### config.mk
export PLATFORM = sky130hd
export DESIGN_NAME = ps2_kbd_top
export DESIGN_NICKNAME = d
export VERILOG_FILES = /design/src/ps2_kbd_pkg.sv /design/src/ps2_rx_shifter.sv /design/src/keycode_mapper.sv /design/src/kbd_wb_regs.sv /design/src/ps2_kbd_top.sv
export SDC_FILE = /design/constraint.sdc
export NUM_CORES = 1
export LEC_CHECK = 0
export ABC_AREA = 1
export BUFFER_PORTS_ARGS = -buffer_cell sky130_fd_sc_hd__buf_2
export CELL_PAD_IN_SITES_DETAIL_PLACEMENT = 1
export CELL_PAD_IN_SITES_GLOBAL_PLACEMENT = 2
export CORE_MARGIN = 2
export CORE_UTILIZATION = 37
export DETAILED_ROUTE_END_ITERATION = 10
export PLACE_DENSITY = 0.77
export SYNTH_ARGS = -nofsm -noshare
export SYNTH_HDL_FRONTEND = slang
export SYNTH_SLANG_ARGS = --single-unit
### constraint.sdc
create_clock -name clock -period 2 [get_ports clock]
set_input_delay 0.4 -clock clock [delete_from_list [all_inputs] [get_ports clock]]
set_output_delay 0.4 -clock clock [all_outputs]
set_load 0.005 [all_outputs]
### src/set2_to_set1.hex
// Set 1 keycode for each set 2 code from 00 to 7F, one byte per line
FF
43
41
3F
3D
3B
3C
58
64
44
42
40
3E
0F
29
59
65
38
2A
70
1D
10
02
5A
66
71
2C
1F
1E
11
03
5B
67
2E
2D
20
12
05
04
5C
68
39
2F
21
14
13
06
5D
69
31
30
23
22
15
07
5E
6A
72
32
24
16
08
09
5F
6B
33
25
17
18
0B
0A
60
6C
34
35
26
27
19
0C
61
6D
73
28
74
1A
0D
62
6E
3A
36
1C
1B
75
2B
63
76
55
56
77
78
79
7A
0E
7B
7C
4F
7D
4B
47
7E
7F
6F
52
53
50
4C
4D
48
01
45
57
4E
51
4A
37
49
46
54

### src/ps2_kbd_pkg.sv
/*
 * PS/2 keyboard controller package
 * Design constants, scan codes, the receiver event, the status word,
 * the Wishbone request bundle and the state and register enums.
 */
`default_nettype none

package ps2_kbd_pkg;

    localparam logic [15:0] rx_timeout_cycles = 16'd2000;  // Stall limit in system cycles

    localparam logic [7:0] code_break_prefix = 8'hF0;
    localparam logic [7:0] code_ack          = 8'hFA;
    localparam logic [7:0] code_error        = 8'hFF;
    localparam logic [7:0] code_f11          = 8'h78;      // Video swap hotkey
    localparam logic [7:0] code_f12          = 8'h07;      // Pause hotkey
    localparam logic [7:0] code_f7_ext       = 8'h83;

    localparam string xlat_file = "/design/src/set2_to_set1.hex";     // Set 2 to set 1 table, 00 to 7F

    typedef struct packed {
        logic       valid;
        logic       error;
        logic [7:0] data;
    } rx_event_t;

    typedef struct packed {
        logic       irq;
        logic       pause_core;
        logic       swap_video;
        logic [7:0] keycode;
    } kbd_status_t;

    typedef struct packed {
        logic       cyc;
        logic       stb;
        logic       we;
        logic       adr;
        logic [7:0] dat;
    } wb_req_t;

    typedef enum logic {rx_idle, rx_shift} rx_state_e;

    typedef enum logic {reg_keycode = 1'b0, reg_status = 1'b1} reg_sel_e;

endpackage

`default_nettype wire

### src/ps2_rx_shifter.sv
/*
 * PS/2 frame receiver
 * Synchronizes the device clock and data lines, shifts in 11-bit frames
 * on falling clock edges and checks start, odd parity and stop.
 * A frame that stalls part-way is dropped with an error event.
 */
`timescale 1ns/100ps
`default_nettype none

module ps2_rx_shifter (
    input  logic                    clock,
    input  logic                    reset,
    input  logic                    device_clock,
    input  logic                    device_data,
    output ps2_kbd_pkg::rx_event_t  rx_event
);
    import ps2_kbd_pkg::*;

    logic [2:0]  clock_sync;   // Two sync stages plus previous value
    logic [1:0]  data_sync;
    logic        fall_edge;
    logic        edge_data;
    rx_state_e   state;
    logic [3:0]  bit_count;
    logic [15:0] idle_timer;
    logic [10:0] shift_reg;
    logic [10:0] next_frame;
    logic        frame_ok;

    always_ff @(posedge clock or posedge reset) begin
        if (reset) begin
            clock_sync <= 3'b111;  // Lines idle high
            data_sync  <= 2'b11;
            fall_edge  <= 1'b0;
            edge_data  <= 1'b1;
        end else begin
            clock_sync <= {clock_sync[1:0], device_clock};
            data_sync  <= {data_sync[0], device_data};
            fall_edge  <= clock_sync[2] & ~clock_sync[1];
            edge_data  <= data_sync[1];
        end
    end

    // Frame as it stands once the current bit is in
    always_comb begin
        next_frame = {edge_data, shift_reg[10:1]};
        frame_ok   = (next_frame[0] == 1'b0) && (^next_frame[9:1]) && next_frame[10];
    end

    always_ff @(posedge clock) begin
        if (fall_edge) begin
            shift_reg <= next_frame;  // LSB first
        end
    end

    always_ff @(posedge clock or posedge reset) begin
        if (reset) begin
            state      <= rx_idle;
            bit_count  <= 4'd0;
            idle_timer <= 16'd0;
            rx_event   <= '0;
        end else begin
            rx_event.valid <= 1'b0;
            case (state)
                rx_idle: begin
                    if (fall_edge) begin
                        state      <= rx_shift;
                        bit_count  <= 4'd1;
                        idle_timer <= 16'd0;
                    end
                end
                rx_shift: begin
                    if (fall_edge) begin
                        idle_timer <= 16'd0;
                        if (bit_count == 4'd10) begin
                            // Stop bit is in, hand the byte over
                            state          <= rx_idle;
                            bit_count      <= 4'd0;
                            rx_event.valid <= 1'b1;
                            rx_event.error <= ~frame_ok;
                            rx_event.data  <= next_frame[8:1];
                        end else begin
                            bit_count <= bit_count + 4'd1;
                        end
                    end else if (idle_timer == rx_timeout_cycles - 16'd1) begin
                        // Keyboard went quiet mid-frame
                        state          <= rx_idle;
                        bit_count      <= 4'd0;
                        idle_timer     <= 16'd0;
                        rx_event.valid <= 1'b1;
                        rx_event.error <= 1'b1;
                    end else begin
                        idle_timer <= idle_timer + 16'd1;
                    end
                end
                default: state <= rx_idle;
            endcase
        end
    end

endmodule

`default_nettype wire

### src/keycode_mapper.sv
/*
 * Keycode mapper
 * Turns received set 2 bytes into set 1 keycodes with the break bit,
 * drops keyboard ACKs, handles the F11 and F12 release hotkeys and
 * flags errors and overruns with code FF. Holds the keycode and irq
 * until the host reads them.
 */
`timescale 1ns/100ps
`default_nettype none

module keycode_mapper (
    input  logic                      clock,
    input  logic                      reset,
    input  ps2_kbd_pkg::rx_event_t    rx_event,
    input  logic                      clear_keycode,
    output ps2_kbd_pkg::kbd_status_t  status
);
    import ps2_kbd_pkg::*;

    logic [7:0] xlat_table [0:127];
    logic [7:0] translated;
    logic       break_flag;

    initial begin
        $readmemh(xlat_file, xlat_table);
    end

    always_comb begin
        if (rx_event.data < 8'h80) begin
            translated = xlat_table[rx_event.data[6:0]];
        end else if (rx_event.data == code_f7_ext) begin
            translated = 8'h41;  // F7 sits outside the table
        end else begin
            translated = rx_event.data;
        end
    end

    always_ff @(posedge clock or posedge reset) begin
        if (reset) begin
            status     <= '0;
            break_flag <= 1'b0;
        end else if (clear_keycode) begin
            // Host read wins over a same-cycle event
            status.irq     <= 1'b0;
            status.keycode <= 8'h00;
            break_flag     <= 1'b0;
        end else if (rx_event.valid) begin
            if (rx_event.error || status.irq) begin
                // Bad frame, or previous code not read yet
                status.irq     <= 1'b1;
                status.keycode <= code_error;
                break_flag     <= 1'b0;
            end else if (rx_event.data == code_ack) begin
                // Keyboard ACK carries no key
            end else if (rx_event.data == code_break_prefix) begin
                break_flag <= 1'b1;
            end else if (rx_event.data == code_f11) begin
                if (break_flag) begin
                    status.swap_video <= ~status.swap_video;
                end
                break_flag <= 1'b0;
            end else if (rx_event.data == code_f12) begin
                if (break_flag) begin
                    status.pause_core <= ~status.pause_core;
                end
                break_flag <= 1'b0;
            end else if (status.pause_core) begin
                break_flag <= 1'b0;  // Keys swallowed while paused
            end else begin
                status.irq     <= 1'b1;
                status.keycode <= translated | {break_flag, 7'h00};
                break_flag     <= 1'b0;
            end
        end
    end

endmodule

`default_nettype wire

### src/kbd_wb_regs.sv
/*
 * Wishbone register port
 * Classic single-cycle slave. Address 0 reads the keycode and clears it,
 * address 1 reads irq, pause and video swap. Writes are acknowledged
 * and dropped.
 */
`timescale 1ns/100ps
`default_nettype none

module kbd_wb_regs (
    input  logic                      clock,
    input  logic                      reset,
    input  ps2_kbd_pkg::wb_req_t      wb_req,
    output logic                      wb_ack,
    output logic [7:0]                wb_dat,
    input  ps2_kbd_pkg::kbd_status_t  status,
    output logic                      clear_keycode
);
    import ps2_kbd_pkg::*;

    logic     request;
    reg_sel_e reg_sel;

    always_comb begin
        request = wb_req.cyc & wb_req.stb & ~wb_ack;  // No back-to-back ack
        reg_sel = reg_sel_e'(wb_req.adr);
    end

    always_ff @(posedge clock or posedge reset) begin
        if (reset) begin
            wb_ack        <= 1'b0;
            clear_keycode <= 1'b0;
        end else begin
            wb_ack        <= request;
            clear_keycode <= request & ~wb_req.we & (reg_sel == reg_keycode);
        end
    end

    always_ff @(posedge clock) begin
        if (request && !wb_req.we) begin
            case (reg_sel)
                reg_keycode: wb_dat <= status.keycode;
                reg_status:  wb_dat <= {5'b00000, status.swap_video,
                                        status.pause_core, status.irq};
                default:     wb_dat <= 8'h00;
            endcase
        end
    end

endmodule

`default_nettype wire

### src/ps2_kbd_top.sv
/*
 * PS/2 keyboard controller top level
 * Receiver, keycode mapper and Wishbone register port in a chain.
 */
`timescale 1ns/100ps
`default_nettype none

module ps2_kbd_top (
    input  logic                  clock,
    input  logic                  reset,
    input  logic                  device_clock,
    input  logic                  device_data,
    input  ps2_kbd_pkg::wb_req_t  wb_req,
    output logic                  wb_ack,
    output logic [7:0]            wb_dat,
    output logic                  irq,
    output logic                  pause_core,
    output logic                  swap_video
);
    import ps2_kbd_pkg::*;

    rx_event_t   rx_event;
    kbd_status_t status;
    logic        clear_keycode;

    ps2_rx_shifter u_ps2_rx_shifter (
        .clock        (clock),
        .reset        (reset),
        .device_clock (device_clock),
        .device_data  (device_data),
        .rx_event     (rx_event)
    );

    keycode_mapper u_keycode_mapper (
        .clock         (clock),
        .reset         (reset),
        .rx_event      (rx_event),
        .clear_keycode (clear_keycode),
        .status        (status)
    );

    kbd_wb_regs u_kbd_wb_regs (
        .clock         (clock),
        .reset         (reset),
        .wb_req        (wb_req),
        .wb_ack        (wb_ack),
        .wb_dat        (wb_dat),
        .status        (status),
        .clear_keycode (clear_keycode)
    );

    assign irq        = status.irq;
    assign pause_core = status.pause_core;
    assign swap_video = status.swap_video;

endmodule

`default_nettype wire

==> flow_summary.yaml <==
status:
  status: "complete, no violations"
logic_synthesis:
  syn_nets: 404
  avgSynthCellArea_um2: 8.97
  synthDistinctLibCells: 36
  netlist_area_mm2: 0.00345
  synth-seq-cells: 70
  ys_warn_count: 0
  netlist_instances: 385
  ys_seq_area_frac: 0.536
drt:
  dr.pass1.iters: 4
  routed_wl_um: 7680
  wl_met2_um: 3640
  avgRoutedWirePerCell_um: 14.4
  final_antenna_net_count: 0
  vias_per_cell: 4.95
  drt-met1-wl_um: 3730
  highest_layer: "met4"
  wl_met3_um: 176
  vias: 2641
  drtIter0Drc: 77
  post-route-drc-count: 0
grt:
  grt_overflow: 0
  grt_use_total: 0.163
  grt_pass1_vias: 2616
  grt_max_degree: 51
  antenna_found_initial: 0
  grt_pass1_wl_um: 12700
cts:
  clkTransAtPathRegs_ns: 0.08
  root_buffer: "clkbuf_8"
  cts.sinks: 70
  clock_latency_ns: 0.34
  cts_buffers: 9
  cts-resized-gates: 0
  clk_path_buf_depth: 2
  cts_hold_buf: 1
  htree_levels: 3
  cts_tree: "done"
  post-cts-setup-buffers: 0
run:
  cap_violations: 0
sta:
  period_share: 0.815
  clock-skew-final_ns: 0.00719
  hold_violations: 0
  whs_ns: 0.150
  setup_violations: 0
  period_needed_ns: 1.63
  fin_setup_tns_ns: 0
  tightest_slew_ns: 0.363
  rsz0062_at_grt: "false"
  relSlewSlack: 0.758
  clock.fmax_mhz: 613
  slew_violations: 0
layout:
  num_antenna_cells: 0
  final_cell_area_mm2: 0.00394
  largest-register: "u_ps2_rx_shifter.idle_timer"
  drive_gt1_frac: 0.194
  nets: 436
  final_cell_mix: "nand2_1, inv_1, dfrtp_1"
  largest_reg_flops: 16
  syn_to_final_growth_pct: 14.0
  final_common_cell: "nand2_1"
  n_fill_cell: 1082
  top_regs: "u_ps2_rx_shifter.idle_timer (16), u_keycode_mapper.status (11)"
power_and_ir_drop:
  power_mw: 3.59
  p_per_area_mw_per_mm2: 913
  irDropWorstVdd_v: 0.000376
  p_leak_nw: 1.79
worst_setup_path:
  worst_ep_required_time_ns: 2.21
  r2r_setup_slack_ns: 0.37
  cp-endpoint: "u_ps2_rx_shifter.idle_timer[4]"
  path_max_fanout: 8
  reg2reg_from: "u_ps2_rx_shifter.idle_timer[4]"
  rr_endpoint: "u_ps2_rx_shifter.idle_timer[4]"
  start_kind: "flip-flop"
  cp-end-kind: "flip-flop"
  arrival_ns: 1.84
  cp-startpoint: "u_ps2_rx_shifter.idle_timer[4]"
  rr_worst_depth: 6
  crit_type: "reg2reg"
floorplanning:
  num_rows: 35
  coreArea_mm2: 0.00915
  die_area_mm2: 0.0101
  start_util: 0.377
  die_y_um: 101
  ioPinCount: 28
  die_w_um: 101
placement:
  hpwlAfterDp_um: 5490
  port_buffers: 19
  placed_cell_area_mm2: 0.00370
  place_congestion: 0.805
hold_path:
  holdCritStartpoint: "device_data"
  hp-class: "in2reg"
## metrics by stage
stage	instances	utilization	setup WS, ns
floorplan	385	-	0.352
global placement	516	0.405	0.429
detailed placement	516	0.405	0.367
CTS	533	0.430	0.350
global route	533	0.430	0.212
finish	533	0.430	0.370
## synth_stat cells, drive strengths merged
cell      n  share of area
a31oi     1         0.0018
edfxtp   18           0.16
buf       4          0.010
ha        3          0.011
clkinv    1         0.0011
nand4    13          0.025
nor3      9          0.020
xor2      8          0.020
dfstp     6          0.046
o21bai    1         0.0022
o21ai    28          0.047
nor3b     1         0.0022
nand2   103           0.12
nand3b    2         0.0043
a21oi     5         0.0072
xnor2     4          0.010
mux2      2         0.0065
nor2     42          0.055
o211ai    1         0.0022
dfrtp    46           0.33
inv      50          0.054
nor4      1         0.0018
clkbuf    1         0.0011
nand3    27          0.047
o22ai     8          0.014
## logic make-up (layout without fill, tap and decap cells)
kind of cell	count (synthesis)	after routing	share of synthesized area
simple gates	198	198	0.275
xor+xnor	12	12	0.0304
buf+inv	56	93	0.0667
mux	2	2	0.00652
flops	70	70	0.536
compound gates	44	44	0.0750
fa+ha+maj	3	3	0.0109
## power breakdown
group          internal [mW]  switching [mW]
combinational          0.210           0.320
clock                  0.706           0.578
sequential              1.61           0.167
## how the worst min path moves through the flow
stage | to | cells past startpoint
after global placement | u_kbd_wb_regs.wb_ack | 2
final | u_ps2_rx_shifter.data_sync[0] | 1
after global routing | u_ps2_rx_shifter.data_sync[0] | 1
after detailed placement | u_kbd_wb_regs.wb_ack | 2
after floorplan | u_ps2_rx_shifter.clock_sync[1] | 0
after CTS | u_ps2_rx_shifter.data_sync[0] | 1
## final cells by class
cell class	instances	area, um2	area share
clock inverter	7	97.6	0.0248
sequential	70	1850	0.470
timing repair buffer	26	163	0.0413
clock buffer	9	124	0.0315
multi-input combinational	259	1370	0.349
inverter	51	191	0.0486
tap	111	139	0.0353
## layer usage
layer,vias up,global-route usage
met5,-,0
met4,0,0.0632
met3,9,0.0270
met2,39,0.272
met1,1270,0.211
li1,1323,-
## critical path, cell delays in order (launching register included)
cell and delay (ns):
dfrtp_1 0.42, inv_1 0.16, nand4_1 0.12, nor2_1 0.19, nand3_2 0.21, nand2_1 0.28, o22ai_1 0.11
Note: power is estimated with default switching activity, not from simulation.
